$ cat src/regbank_settings.svh
`ifndef REGBANK_SETTINGS_SVH
`define REGBANK_SETTINGS_SVH

// register map
`define REG_COUNT    16
`define BASE_ADDR    32'h0000_1000

// AXI response codes
`define RESP_OKAY    2'b00
`define RESP_SLVERR  2'b10

`define ERR_DATA     32'hDEAD_BEEF   // returned on a refused read

// reset values of registers 0 to 3, all others clear to zero
`define RST_CONTROL  32'h0000_0001
`define RST_STATUS   32'hABCD_1234
`define RST_CONFIG   32'h0000_00F0
`define RST_VERSION  32'h0001_0000

`define RO_MASK      16'h000A        // status and version are read-only

`endif

$ cat src/regbank_pkg.sv
`default_nettype none

package regbank_pkg;

    typedef logic [31:0] addr_t;     // byte address
    typedef logic [31:0] data_t;     // register word
    typedef logic [3:0]  strb_t;     // one bit per byte lane
    typedef logic [1:0]  resp_t;
    typedef logic [3:0]  reg_idx_t;  // word index into the bank

    // write channel, one transaction at a time
    typedef enum logic [1:0] {
        W_IDLE,
        W_DATA,
        W_COMMIT,
        W_RESP
    } wr_state_t;

    typedef enum logic {
        R_IDLE,
        R_DATA
    } rd_state_t;

endpackage

`default_nettype wire

$ cat src/axil_if.sv
`timescale 1ns/1ps
`default_nettype none

interface axil_if (
    input logic axi_if,
    input logic rst_n
);

    // write address / data / response
    regbank_pkg::addr_t awaddr;
    logic               awvalid;
    logic               awready;
    regbank_pkg::data_t wdata;
    regbank_pkg::strb_t wstrb;
    logic               wvalid;
    logic               wready;
    regbank_pkg::resp_t bresp;
    logic               bvalid;
    logic               bready;

    // read address / data
    regbank_pkg::addr_t araddr;
    logic               arvalid;
    logic               arready;
    regbank_pkg::data_t rdata;
    regbank_pkg::resp_t rresp;
    logic               rvalid;
    logic               rready;

    modport wr (
        input  awaddr, awvalid, wdata, wstrb, wvalid, bready,
        output awready, wready, bvalid, bresp
    );

    modport rd (
        input  araddr, arvalid, rready,
        output arready, rvalid, rdata, rresp
    );

    // passive view, used by protocol checks
    modport mon (
        input axi_if, rst_n,
        input awaddr, awvalid, awready, wdata, wstrb, wvalid, wready,
        input bresp, bvalid, bready,
        input araddr, arvalid, arready, rdata, rresp, rvalid, rready
    );

endinterface

`default_nettype wire

$ cat src/reg_access_if.sv
`timescale 1ns/1ps
`default_nettype none

interface reg_access_if;

    // write side
    logic               wr_en;      // one-cycle commit strobe
    regbank_pkg::addr_t wr_addr;
    regbank_pkg::data_t wr_data;
    regbank_pkg::strb_t wr_strb;
    logic               wr_err;     // bad address or read-only target

    // read side
    regbank_pkg::addr_t rd_addr;
    regbank_pkg::data_t rd_data;
    logic               rd_err;

    modport writer (
        output wr_en, wr_addr, wr_data, wr_strb,
        input  wr_err
    );

    modport reader (
        output rd_addr,
        input  rd_data, rd_err
    );

    modport regs (
        input  wr_en, wr_addr, wr_data, wr_strb, rd_addr,
        output wr_err, rd_data, rd_err
    );

endinterface

`default_nettype wire

$ cat src/axil_read_ctrl.sv
`timescale 1ns/1ps
`default_nettype none

`include "regbank_settings.svh"

module axil_read_ctrl (
    input logic          axi_if,
    input logic          rst_n,
    axil_if.rd           bus,
    reg_access_if.reader acc
);

    import regbank_pkg::*;

    rd_state_t state;
    addr_t     addr_q;
    logic      ar_hs;
    logic      load;

    assign ar_hs = (state == R_IDLE) && bus.arvalid && bus.arready;
    assign load  = (state == R_DATA) && !bus.rvalid;  // first cycle after AR

    assign acc.rd_addr = addr_q;

    always_ff @(posedge axi_if) begin
        if (!rst_n) begin
            state       <= R_IDLE;
            bus.arready <= 1'b0;
            bus.rvalid  <= 1'b0;
        end else begin
            bus.arready <= 1'b0;
            case (state)
                R_IDLE: begin
                    if (ar_hs) begin
                        state <= R_DATA;
                    end else if (bus.arvalid) begin
                        bus.arready <= 1'b1;
                    end
                end
                R_DATA: begin
                    if (load) begin
                        bus.rvalid <= 1'b1;
                    end else if (bus.rready) begin
                        bus.rvalid <= 1'b0;
                        state      <= R_IDLE;
                    end
                end
                default: state <= R_IDLE;
            endcase
        end
    end

    // address and read payload, held while rvalid is up
    always_ff @(posedge axi_if) begin
        if (ar_hs) begin
            addr_q <= bus.araddr;
        end
        if (load) begin
            bus.rdata <= acc.rd_err ? `ERR_DATA : acc.rd_data;
            bus.rresp <= acc.rd_err ? `RESP_SLVERR : `RESP_OKAY;
        end
    end

endmodule

`default_nettype wire

$ cat src/axil_write_ctrl.sv
`timescale 1ns/1ps
`default_nettype none

`include "regbank_settings.svh"

module axil_write_ctrl (
    input logic          axi_if,
    input logic          rst_n,
    axil_if.wr           bus,
    reg_access_if.writer acc
);

    import regbank_pkg::*;

    wr_state_t state;
    addr_t     addr_q;
    data_t     data_q;
    strb_t     strb_q;
    logic      aw_hs;
    logic      w_hs;

    assign aw_hs = (state == W_IDLE) && bus.awvalid && bus.awready;
    assign w_hs  = (state == W_DATA) && bus.wvalid && bus.wready;

    // commit request towards the register file
    assign acc.wr_en   = (state == W_COMMIT);
    assign acc.wr_addr = addr_q;
    assign acc.wr_data = data_q;
    assign acc.wr_strb = strb_q;

    always_ff @(posedge axi_if) begin
        if (!rst_n) begin
            state       <= W_IDLE;
            bus.awready <= 1'b0;
            bus.wready  <= 1'b0;
            bus.bvalid  <= 1'b0;
        end else begin
            bus.awready <= 1'b0;  // ready is a single-cycle pulse
            bus.wready  <= 1'b0;
            case (state)
                W_IDLE: begin
                    if (aw_hs) begin
                        state <= W_DATA;
                    end else if (bus.awvalid) begin
                        bus.awready <= 1'b1;
                    end
                end
                W_DATA: begin
                    if (w_hs) begin
                        state <= W_COMMIT;
                    end else if (bus.wvalid) begin
                        bus.wready <= 1'b1;
                    end
                end
                W_COMMIT: begin
                    bus.bvalid <= 1'b1;
                    state      <= W_RESP;
                end
                W_RESP: begin
                    // hold response until the master takes it
                    if (bus.bready) begin
                        bus.bvalid <= 1'b0;
                        state      <= W_IDLE;
                    end
                end
                default: state <= W_IDLE;
            endcase
        end
    end

    // captured transaction and response code
    always_ff @(posedge axi_if) begin
        if (aw_hs) begin
            addr_q <= bus.awaddr;
        end
        if (w_hs) begin
            data_q <= bus.wdata;
            strb_q <= bus.wstrb;
        end
        if (state == W_COMMIT) begin
            bus.bresp <= acc.wr_err ? `RESP_SLVERR : `RESP_OKAY;
        end
    end

endmodule

`default_nettype wire

$ cat src/reg_file.sv
`timescale 1ns/1ps
`default_nettype none

`include "regbank_settings.svh"

module reg_file (
    input logic        axi_if,
    input logic        rst_n,
    reg_access_if.regs acc
);

    import regbank_pkg::*;

    localparam logic [`REG_COUNT-1:0] ro_mask = `RO_MASK;

    data_t    regs [`REG_COUNT];
    reg_idx_t wr_idx;
    reg_idx_t rd_idx;
    logic     wr_ok;
    logic     rd_ok;

    // word aligned and inside the 16-word window
    function automatic logic addr_ok(addr_t addr);
        addr_t offset;
        offset = addr - `BASE_ADDR;
        return (addr[1:0] == 2'b00) &&
               (addr >= `BASE_ADDR) &&
               (offset < addr_t'(`REG_COUNT * 4));
    endfunction

    function automatic reg_idx_t addr_idx(addr_t addr);
        addr_t offset;
        offset = addr - `BASE_ADDR;
        return offset[5:2];
    endfunction

    // write decode
    assign wr_idx     = addr_idx(acc.wr_addr);
    assign wr_ok      = addr_ok(acc.wr_addr);
    assign acc.wr_err = !wr_ok || ro_mask[wr_idx];

    // read decode, data is a plain mux
    assign rd_idx      = addr_idx(acc.rd_addr);
    assign rd_ok       = addr_ok(acc.rd_addr);
    assign acc.rd_err  = !rd_ok;
    assign acc.rd_data = regs[rd_idx];

    always_ff @(posedge axi_if) begin
        if (!rst_n) begin
            for (int i = 0; i < `REG_COUNT; i++) begin
                regs[i] <= '0;
            end
            regs[0] <= `RST_CONTROL;
            regs[1] <= `RST_STATUS;
            regs[2] <= `RST_CONFIG;
            regs[3] <= `RST_VERSION;
        end else if (acc.wr_en && !acc.wr_err) begin
            // merge strobed byte lanes only
            for (int b = 0; b < 4; b++) begin
                if (acc.wr_strb[b]) begin
                    regs[wr_idx][8*b +: 8] <= acc.wr_data[8*b +: 8];
                end
            end
        end
    end

endmodule

`default_nettype wire

$ cat src/regbank_top.sv
`timescale 1ns/1ps
`default_nettype none

module regbank_top (
    input  logic               axi_if,
    input  logic               rst_n,
    // write address
    input  regbank_pkg::addr_t awaddr,
    input  logic               awvalid,
    output logic               awready,
    // write data
    input  regbank_pkg::data_t wdata,
    input  regbank_pkg::strb_t wstrb,
    input  logic               wvalid,
    output logic               wready,
    // write response
    output regbank_pkg::resp_t bresp,
    output logic               bvalid,
    input  logic               bready,
    // read address
    input  regbank_pkg::addr_t araddr,
    input  logic               arvalid,
    output logic               arready,
    // read data
    output regbank_pkg::data_t rdata,
    output regbank_pkg::resp_t rresp,
    output logic               rvalid,
    input  logic               rready
);

    import regbank_pkg::*;

    axil_if bus (
        .axi_if (axi_if),
        .rst_n  (rst_n)
    );

    reg_access_if acc ();

    // master side into the bus
    assign bus.awaddr  = awaddr;
    assign bus.awvalid = awvalid;
    assign bus.wdata   = wdata;
    assign bus.wstrb   = wstrb;
    assign bus.wvalid  = wvalid;
    assign bus.bready  = bready;
    assign bus.araddr  = araddr;
    assign bus.arvalid = arvalid;
    assign bus.rready  = rready;

    // slave side back out
    assign awready = bus.awready;
    assign wready  = bus.wready;
    assign bresp   = bus.bresp;
    assign bvalid  = bus.bvalid;
    assign arready = bus.arready;
    assign rdata   = bus.rdata;
    assign rresp   = bus.rresp;
    assign rvalid  = bus.rvalid;

    axil_write_ctrl u_write_ctrl (
        .axi_if (axi_if),
        .rst_n  (rst_n),
        .bus    (bus.wr),
        .acc    (acc.writer)
    );

    axil_read_ctrl u_read_ctrl (
        .axi_if (axi_if),
        .rst_n  (rst_n),
        .bus    (bus.rd),
        .acc    (acc.reader)
    );

    reg_file u_reg_file (
        .axi_if (axi_if),
        .rst_n  (rst_n),
        .acc    (acc.regs)
    );

endmodule

`default_nettype wire

$ cat config.mk
export PLATFORM = sky130hd
export DESIGN_NAME = regbank_top
export DESIGN_NICKNAME = d
export VERILOG_FILES = /design/src/regbank_pkg.sv /design/src/axil_if.sv /design/src/reg_access_if.sv /design/src/axil_read_ctrl.sv /design/src/axil_write_ctrl.sv /design/src/reg_file.sv /design/src/regbank_top.sv
export VERILOG_INCLUDE_DIRS = /design/src
export SDC_FILE = /design/constraint.sdc
export NUM_CORES = 1
export LEC_CHECK = 0
export ABC_AREA = 1
export BUFFER_PORTS_ARGS = -buffer_cell sky130_fd_sc_hd__buf_2
export CELL_PAD_IN_SITES_DETAIL_PLACEMENT = 0
export CELL_PAD_IN_SITES_GLOBAL_PLACEMENT = 1
export CORE_UTILIZATION = 29
export DETAILED_ROUTE_END_ITERATION = 8
export PLACE_DENSITY = 0.57
export REMOVE_ABC_BUFFERS = 1
export SLEW_MARGIN = 20
export SYNTH_ARGS = -nofsm -noshare
export SYNTH_HDL_FRONTEND = slang
export SYNTH_SLANG_ARGS = --single-unit
$ cat constraint.sdc
create_clock -name axi_if -period 3 [get_ports axi_if]
set_input_delay 0.3 -clock axi_if [delete_from_list [all_inputs] [get_ports axi_if]]
set_output_delay 0.3 -clock axi_if [all_outputs]
set_load 0.05 [all_outputs]
==> impl_metrics.env, run 1 <==
export IMPL_antenna_found_initial=3
export IMPL_clock_sinks=654
export IMPL_ys_seq_elements=654
export IMPL_cts_root_buf="clkbuf_16"
export IMPL_fp_coreArea_um2=100000
export IMPL_maxSlewViolCount=0
export IMPL_setup_violations=0
export IMPL_final_cell_mix="646 x edfxtp_1, 289 x nor2_1, 278 x o21ai_0, 258 x nor3_1, 190 x nor3_2"
export IMPL_power_internal_uw=16400
export IMPL_drt_vias_per_instance=4.96
export IMPL_relSlewSlack_pct=32.2
export IMPL_cap_violations=0
export IMPL_p_leak_uw=0.0121
export IMPL_start_kind="flip-flop"
export IMPL_dp_hpwl_um=56800
export IMPL_cts_buffer_depth=3
export IMPL_synth_ff_type="edfxtp_1"
export IMPL_finalHoldViolations=0
export IMPL_synth_enable_flop_cells=646
export IMPL_io_buffers=145
export IMPL_totalWireLength_um=87900
export IMPL_firstDrtPassIters=5
export IMPL_yosysUniqueCellTypes=38
export IMPL_initial_core_util_pct=29.4
export IMPL_worstPathRequired_ns=3.34
export IMPL_grt_pass1_vias=21326
export IMPL_wl_per_cell_um=21.0
export IMPL_yosys_area_top_type="edfxtp_1"
export IMPL_period_share_pct=92.7
export IMPL_grt_use_total_pct=17.0
export IMPL_critPathKind="flip-flop to flip-flop"
export IMPL_combPwrFrac_pct=6.5
export IMPL_cts_made_buffers=78
export IMPL_grt_max_degree=111
export IMPL_routed_via_count=20783
export IMPL_outcome="completed"
export IMPL_p_total_uw=21400
export IMPL_fmax_mhz=360
export IMPL_yosysSeqAreaShare_pct=66.3
export IMPL_overflow=0
export IMPL_globalplace_congestion=0.875
export IMPL_clock_skew_ns=0.0228
export IMPL_tightest_slew_ns=1.02
export IMPL_syn_avg_cell_area_um2=11.9
export IMPL_p_seq_share_pct=49.3
export IMPL_synthArstFlopShare_pct=0
export IMPL_cts_tree="built"
export IMPL_syn2layout_area_growth_pct=22.4
export IMPL_synthCells=2471
export IMPL_ant_nets=0
export IMPL_rows=116
export IMPL_net_switching_power_uw=4930
export IMPL_final_common_cell="edfxtp_1"
export IMPL_ys_warnings_count=0
export IMPL_end_kind="flip-flop"
export IMPL_dieWidth_um=321
export IMPL_cellPowerDensity_nw_per_um2=591
export IMPL_htree_levels=3
export IMPL_drt_iter0_drc=2138
export IMPL_synth_top_area_share_pct=65.7
export IMPL_whs_path_depth=2
export IMPL_dp_cells=3944
export IMPL_clkPwrFrac_pct=44.1
export IMPL_min_path_type="primary input to flip-flop"
export IMPL_io_pins=148
export IMPL_clock_latency_ns=0.64
export IMPL_period_minus_slack_ns=2.78
export IMPL_p_sw_share_pct=23.1
export IMPL_rr_worst_depth=13
export IMPL_grt_pass1_wl_um=133000
export IMPL_num_antenna_cells=0
export IMPL_die_area_um2=103000
export IMPL_die_h_um=321
export IMPL_final_layout_size_suffix_gt1_share_pct=22.2
export IMPL_clk_pin_slew_worst_paths_ns=0.06
export IMPL_final_cells=4193
export IMPL_cp_data_arrival_time_ns=3.12
export IMPL_drc=0
export IMPL_peakVddDrop_uv=401
export IMPL_final_nets=2889
export IMPL_critPathMaxFanout=7
export IMPL_synth_area_leaders="edfxtp_1 66%, nor3_2 6.4%, o21ai_0 4.7%"
export IMPL_netlist_area_um2=29500
[cell usage after synthesis, types with 22 or more instances]
library cell and n:
a21oi_1 22, buf_2 32, clkbuf_1 178, edfxtp_1 646
inv_1 86, nand2_1 184, nand3_1 55, nand3b_1 25
nor2_1 294, nor3_1 258, nor3_2 190, o21ai_0 278
o221ai_1 92
[metrics by stage]
step	util, %	hold slack [ns]	worst slack (ns)	area (um2)	TNS [ns]
global placement	32.4	0.423	0.194	32500	0
floorplan	-	0.398	-7.12	28600	-717.36
finish	36.0	0.373	0.220	36100	0
CTS	35.9	0.319	0.177	36100	0
detailed placement	32.4	0.440	0.204	32500	0
global route	36.0	0.338	-0.0170	36100	-0.0794
[worst paths after layout]
path,slack (ns),startpoint,end
max,0.22,u_write_ctrl.acc.wr_addr[13],u_reg_file.regs[15][21]
min,0.37,awaddr[9],u_write_ctrl.acc.wr_addr[9]
max reg2reg,0.22,u_write_ctrl.acc.wr_addr[13],u_reg_file.regs[15][21]
min reg2reg,0.45,u_read_ctrl.bus.arready,u_read_ctrl.bus.arready
[sequential cells by signal, indices dropped and copies added, names as in the netlist]
| signal | cells |
|---|---|
| u_reg_file.regs | 512 |
| u_read_ctrl.bus.rvalid | 1 |
| u_read_ctrl.state | 1 |
| u_read_ctrl.bus.rdata | 32 |
| u_write_ctrl.acc.wr_strb | 4 |
| u_write_ctrl.acc.wr_data | 32 |
| u_write_ctrl.bus.bvalid | 1 |
| u_write_ctrl.bus.bresp | 1 |
| u_read_ctrl.bus.arready | 1 |
| u_read_ctrl.bus.rresp | 1 |
| u_write_ctrl.bus.awready | 1 |
| u_write_ctrl.acc.wr_addr | 32 |
| u_write_ctrl.bus.wready | 1 |
| u_read_ctrl.acc.rd_addr | 32 |
| u_write_ctrl.state | 2 |
[power groups by stage]
| stage | clock, uW | sequential [uW] | combinational (uW) |
|---|---|---|---|
| floorplan | 0 | 10800 | 606 |
| global placement | 0 | 10700 | 1270 |
| detailed placement | 0 | 10700 | 1290 |
| CTS | 9680 | 10500 | 1400 |
| global route | 9960 | 10600 | 1520 |
| finish | 9440 | 10500 | 1390 |
[kinds of logic after synthesis]
group	synth area share [%]
buffers and inverters	4.93
flip-flops	66.3
other	0.0254
adder cells (fa/ha/maj)	0.212
AO/OA/AOI/OAI	9.36
AND/OR/NAND/NOR	19.2
XOR/XNOR	0.0297
[routing by layer]
metal  GRT usage [%]  part of all wire (%)
met1            22.9                    45
met5               0                     0
met4            4.53                   2.2
met2            28.0                    47
met3            2.88                   5.9
[what timing repair did]
| item | CTS | global route |
|---|---|---|
| hold buffers | 106 | 0 |
| setup endpoints to repair | 0 | 127 |
| buffers inserted | 0 | 3 |
| gates resized for setup | 0 | 3 |
| endpoints found under the hold margin | 106 | 0 |
[cell type report]
type,count,area (um2)
clock inverter,47,519
tap,1357,1700
multi-input combinational,1548,8810
sequential,654,19600
inverter,88,338
timing repair buffer,407,3220
fill,9932,64300
clock buffer,92,2000
[worst max-delay path, cell delays in order, from the launching register on]
cell,delay [ns]
edfxtp_1,0.46
nor2_4,0.16
nand2_1,0.12
nor2_2,0.14
nand2_1,0.07
nand2_1,0.07
nand2_1,0.06
nor2_1,0.11
nand3_2,0.13
nor2_8,0.22
nand4_4,0.29
buf_4,0.26
o21ai_0,0.21
buf_4,0.20
Note: power is estimated with default switching activity, not from simulation.
==> inputs of run 2 (changes only) <==
MAX_ROUTING_LAYER = met4   (was unset)
==> impl_metrics.env, run 2 (same netlist as run 1, synthesis figures left out) <==
export IMPL_end_kind="flip-flop"
export IMPL_grt_pass1_wl_um=133000
export IMPL_multiInputGateArea_um2=8810
export IMPL_rr_endpoint="u_reg_file.regs[15][21]"
export IMPL_io_buffers=145
export IMPL_outcome="completed"
export IMPL_regMostFlops="u_reg_file.regs"
export IMPL_grt_use_total_pct=17.5
export IMPL_rows=116
export IMPL_wl_per_cell_um=21.0
export IMPL_clk_pin_slew_worst_paths_ns=0.06
export IMPL_cts_root_buf="clkbuf_16"
export IMPL_min_path_type="primary input to flip-flop"
export IMPL_dp_cells=3944
export IMPL_initial_core_util_pct=29.4
export IMPL_crit_buf_inv=2
export IMPL_final_cells=4193
export IMPL_grt_pass1_vias=21270
export IMPL_period_minus_slack_ns=2.77
export IMPL_cellPowerDensity_nw_per_um2=591
export IMPL_routed_via_count=20759
export IMPL_final_common_cell="edfxtp_1"
export IMPL_period_share_pct=92.3
export IMPL_drt_iter0_drc=2011
export IMPL_final_layout_size_suffix_gt1_share_pct=22.2
export IMPL_slowest_stage="edfxtp_1"
export IMPL_die_area_um2=103000
export IMPL_totalWireLength_um=88000
export IMPL_crit_top_cell="nand2_1"
export IMPL_tightest_slew_ns=1.00
export IMPL_cap_violations=0
export IMPL_die_h_um=321
export IMPL_clock_latency_ns=0.64
export IMPL_crit_end="u_reg_file.regs[15][21]"
export IMPL_fillers=9932
export IMPL_fmax_mhz=361
export IMPL_htree_levels=3
export IMPL_critPathMaxStageDelay_ns=0.46
export IMPL_overflow=0
export IMPL_cp_cell_sequence="nor2_4 -> nand2_1 -> nor2_2 -> nand2_1 -> nand2_1 -> nand2_1 -> nor2_1 -> nand3_2 -> nor2_8 -> nand4_4 -> buf_4 -> o21ai_0 -> buf_4"
export IMPL_fin_ws_ns=0.230
export IMPL_cts_tree="built"
export IMPL_clock_sinks=654
export IMPL_reg2reg_slack_ns=0.23
export IMPL_drt_vias_per_instance=4.95
export IMPL_regArea_um2=19600
export IMPL_syn2layout_area_growth_pct=22.4
export IMPL_critPathKind="flip-flop to flip-flop"
export IMPL_rr_worst_depth=13
export IMPL_maxSlewViolCount=0
export IMPL_cp_num_cells=13
export IMPL_peakVddDrop_uv=402
export IMPL_drc=0
export IMPL_final_nets=2889
export IMPL_dieWidth_um=321
export IMPL_crit_family="simple AND/OR/NAND/NOR gates"
export IMPL_dp_hpwl_um=56800
export IMPL_firstDrtPassIters=5
export IMPL_num_antenna_cells=0
export IMPL_setup_violations=0
export IMPL_cts_made_buffers=78
export IMPL_io_pins=148
export IMPL_critPathMaxFanout=7
export IMPL_start_kind="flip-flop"
export IMPL_final_cell_mix="646 x edfxtp_1, 289 x nor2_1, 278 x o21ai_0, 258 x nor3_1, 190 x nor3_2"
export IMPL_relSlewSlack_pct=33.0
export IMPL_cp_data_arrival_time_ns=3.11
export IMPL_antenna_found_initial=3
export IMPL_worstPathRequired_ns=3.34
export IMPL_post_place_ws_ns=0.204
export IMPL_clock_skew_ns=0.0199
export IMPL_fp_coreArea_um2=100000
export IMPL_largest_reg_flops=512
export IMPL_globalplace_congestion=0.890
export IMPL_p_leak_uw=0.0121
export IMPL_finalHoldViolations=0
export IMPL_crit_path_start="u_write_ctrl.acc.wr_addr[13]"
export IMPL_grt_max_degree=111
export IMPL_r2r_start="u_write_ctrl.acc.wr_addr[13]"
export IMPL_cts_buffer_depth=3
export IMPL_ant_nets=0
## run 2: repair_timing
item / in CTS / in global routing
setup endpoints to repair: 0 / 127
endpoints found under the hold margin: 106 / 0
hold buffers: 106 / 0
resized for setup: 0 / 3
setup buffers: 0 / 3
## run 2: how the worst min path moves through the flow
stage	from	to	slack, ns	cells after the start
3_3_place_gp	u_read_ctrl.bus.arready	u_read_ctrl.bus.arready	0.42	1
3_5_place_dp	u_read_ctrl.bus.arready	u_read_ctrl.bus.arready	0.44	1
6_report	awaddr[9]	u_write_ctrl.acc.wr_addr[9]	0.37	2
5_1_grt	awaddr[9]	u_write_ctrl.acc.wr_addr[9]	0.34	2
4_1_cts	awaddr[9]	u_write_ctrl.acc.wr_addr[9]	0.32	2
2_1_floorplan	rst_n	u_read_ctrl.bus.rvalid	0.40	2
## run 2: through the flow
| step | hold WS [ns] | util [%] | total power [uW] | area [um2] | setup TNS, ns |
|---|---|---|---|---|---|
| floorplan | 0.398 | - | 11400 | 28600 | -717.36 |
| global placement | 0.423 | 32.4 | 12000 | 32500 | 0 |
| detailed placement | 0.440 | 32.4 | 12000 | 32500 | 0 |
| CTS | 0.319 | 35.9 | 21600 | 36100 | 0 |
| global route | 0.339 | 36.0 | 22100 | 36100 | -0.0662 |
| finish | 0.374 | 36.0 | 21400 | 36100 | 0 |
## run 2: final cells by class
type                       instances  area share [%]
inverter                          88           0.935
multi-input combinational       1548            24.4
clock buffer                      92            5.55
tap                             1357            4.70
timing repair buffer             407            8.90
clock inverter                    47            1.44
sequential                       654            54.1
## run 2: power breakdown
group          total (uW)  switching (uW)  internal [uW]  leakage (uW)
Combinational        1390             937            456       0.00435
Clock                9430            3860           5580       0.00122
Sequential          10500             136          10400       0.00648
## run 2: layer usage
| metal | vias to the layer above | track usage (%) | share of wire [%] |
|---|---|---|---|
| li1 | 9658 | - | - |
| met1 | 10361 | 23.0 | 45 |
| met2 | 609 | 27.9 | 47 |
| met3 | 131 | 2.88 | 5.6 |
| met4 | 0 | 4.53 | 2.2 |
| met5 | - | - | 0 |
==> inputs of run 3 (changes only) <==
ABC_AREA = unset   (was 1)
PLACE_DENSITY = 0.55   (was 0.57)
==> impl_metrics.env, run 3 <==
export IMPL_cp_cell_sequence="nor4_4 -> nand4_1 -> o31ai_1 -> buf_4 -> nand3_1 -> buf_4 -> o31ai_1 -> buf_4"
export IMPL_rr_endpoint="u_reg_file.regs[9][20]"
export IMPL_final_nets=2224
export IMPL_cp_num_cells=8
export IMPL_synthTopCellsByCount="646 x edfxtp_1, 303 x nor3_1, 173 x clkbuf_1, 163 x nor4_1, 160 x mux4_2"
export IMPL_hp_start="bready"
export IMPL_utilization_pct=36.2
export IMPL_post_cts_buffers=0
export IMPL_cap_violations=0
export IMPL_final_layout_size_suffix_gt1_share_pct=26.6
export IMPL_clk_pin_slew_worst_paths_ns=0.06
export IMPL_drt_iter0_drc=1450
export IMPL_cts_buffer_depth=3
export IMPL_ys_seq_elements=654
export IMPL_io_buffers=145
export IMPL_cellPowerDensity_nw_per_um2=609
export IMPL_final_common_cell="edfxtp_1"
export IMPL_fin_ws_ns=0.200
export IMPL_setup_violations=0
export IMPL_cts_tree="built"
export IMPL_slowest_stage="edfxtp_1"
export IMPL_cts_root_buf="clkbuf_16"
export IMPL_worstPathRequired_ns=3.31
export IMPL_peakVddDrop_uv=456
export IMPL_end_kind="flip-flop"
export IMPL_crit_family="buffers and inverters"
export IMPL_clock_sinks=654
export IMPL_reg2reg_slack_ns=0.20
export IMPL_num_antenna_cells=0
export IMPL_antenna_found_initial=1
export IMPL_grt_pass1_wl_um=123000
export IMPL_crit_top_cell="buf_4"
export IMPL_ant_nets=0
export IMPL_synthCells=1779
export IMPL_wl_per_cell_um=23.8
export IMPL_die_h_um=314
export IMPL_syn_avg_cell_area_um2=15.9
export IMPL_dp_cells=3207
export IMPL_rsz0062_at_grt="no"
export IMPL_finalHoldViolations=0
export IMPL_critPathKind="flip-flop to flip-flop"
export IMPL_outcome="completed"
export IMPL_r2r_start="u_write_ctrl.acc.wr_addr[12]"
export IMPL_final_cells=3445
export IMPL_clock_latency_ns=0.62
export IMPL_hold_end="u_write_ctrl.bus.bvalid"
export IMPL_htree_levels=3
export IMPL_synth_ff_type="edfxtp_1"
export IMPL_totalWireLength_um=81900
export IMPL_yosys_area_top_type="edfxtp_1"
export IMPL_crit_path_start="u_write_ctrl.acc.wr_addr[12]"
export IMPL_netlist_area_um2=28200
export IMPL_drt_vias_per_instance=5.16
export IMPL_yosysSeqAreaShare_pct=69.4
export IMPL_postPlaceCellArea_um2=31400
export IMPL_post_place_ws_ns=0.241
export IMPL_initial_core_util_pct=29.2
export IMPL_dieWidth_um=314
export IMPL_rows=114
export IMPL_synth_most_common_cell="edfxtp_1"
export IMPL_grt_pass1_vias=18392
export IMPL_whs_ns=0.0237
export IMPL_drc=0
export IMPL_clock_skew_ns=0.0326
export IMPL_yosysUniqueCellTypes=46
export IMPL_io_pins=148
export IMPL_period_share_pct=93.3
export IMPL_ys_warnings_count=0
export IMPL_cp_data_arrival_time_ns=3.11
export IMPL_dp_hpwl_um=51500
export IMPL_rr_worst_depth=8
export IMPL_tightest_slew_ns=1.02
export IMPL_firstDrtPassIters=6
export IMPL_routed_via_count=17774
export IMPL_start_kind="flip-flop"
export IMPL_min_path_type="primary input to flip-flop"
export IMPL_synth_area_leaders="edfxtp_1 69%, mux4_2 13%, nor3_1 5.4%"
export IMPL_die_area_um2=98500
export IMPL_cts_made_buffers=75
export IMPL_grt_max_degree=105
export IMPL_maxSlewViolCount=0
export IMPL_period_minus_slack_ns=2.80
export IMPL_fmax_mhz=357
export IMPL_p_leak_uw=0.0113
export IMPL_overflow=0
export IMPL_synth_top_area_share_pct=68.8
export IMPL_critPathMaxStageDelay_ns=0.43
export IMPL_final_cell_mix="646 x edfxtp_1, 303 x nor3_1, 163 x nor4_1, 160 x mux4_2, 145 x buf_2"
export IMPL_syn2layout_area_growth_pct=23.8
export IMPL_critPathMaxFanout=32
export IMPL_whs_path_depth=4
export IMPL_fp_coreArea_um2=96600
export IMPL_grt_use_total_pct=17.3
export IMPL_synth_enable_flop_cells=646
export IMPL_finalInstanceArea_um2=34900
export IMPL_crit_buf_inv=3
export IMPL_synthArstFlopShare_pct=0
export IMPL_globalplace_congestion=0.771
export IMPL_relSlewSlack_pct=31.6
export IMPL_regMostFlops="u_reg_file.regs"
export IMPL_largest_reg_flops=512
[run 3: final cells by class]
| class | count | area (um2) |
|---|---|---|
| Inverter | 17 | 63.8 |
| Tap cell | 1276 | 1600 |
| Fill cell | 9195 | 61700 |
| Sequential cell | 654 | 19600 |
| Timing Repair Buffer | 402 | 3220 |
| Clock inverter | 40 | 407 |
| Clock buffer | 94 | 2060 |
| Multi-Input combinational cell | 962 | 8010 |
[run 3: metrics by stage]
step                power, uW  setup TNS [ns]
global route            21900               0
floorplan               11500        -4543.53
finish                  21300               0
CTS                     21500               0
detailed placement      12100               0
global placement        12100               0
[run 3: repair_timing]
action,4_1_cts,5_1_grt
hold buffers,104,0
hold endpoints to repair,105,0
resized for setup,0,0
endpoints found under the setup margin,0,0
[run 3: worst max-delay path by stage]
stage / end
5_1_grt: u_reg_file.regs[9][20]
3_5_place_dp: u_reg_file.regs[0][31]
2_1_floorplan: u_reg_file.regs[0][10]
3_3_place_gp: u_reg_file.regs[0][31]
6_report: u_reg_file.regs[9][20]
4_1_cts: u_reg_file.regs[9][20]
[run 3: logic make-up (layout without fill, tap and decap cells)]
| logic type | count (synthesis) | after routing | synth area share, % |
|---|---|---|---|
| and+or+nand+nor | 659 | 659 | 12.5 |
| other | 2 | 66 | 0.0266 |
| muxes | 161 | 161 | 12.8 |
| adders and majority gates | 5 | 5 | 0.222 |
| buffers and inverters | 227 | 553 | 3.14 |
| DFF | 654 | 654 | 69.4 |
| xor gates and xnor gates | 1 | 1 | 0.0311 |
| AOI/OAI and AO/OA | 70 | 70 | 1.91 |
[run 3: per-layer routing]
metal | vias up | routed length (um) | track usage (%)
met5 | - | 0 | -
met4 | 0 | 1670 | 4.72
met3 | 95 | 5420 | 3.17
met2 | 598 | 39300 | 27.3
met1 | 9232 | 35500 | 22.7
li1 | 7849 | - | -
[run 3: report_power, final]
part	internal, uW	switching [uW]	total, uW
registers	10400	132	10500
logic	567	951	1520
clock network	5540	3660	9200
total	16500	4740	21300
[run 3: worst reg2reg max path: stages, from the launching register on]
cell and delay, ns:
edfxtp_1 0.43, nor4_4 0.39, nand4_1 0.16, o31ai_1 0.26
buf_4 0.21, nand3_1 0.09, buf_4 0.25, o31ai_1 0.41
buf_4 0.28
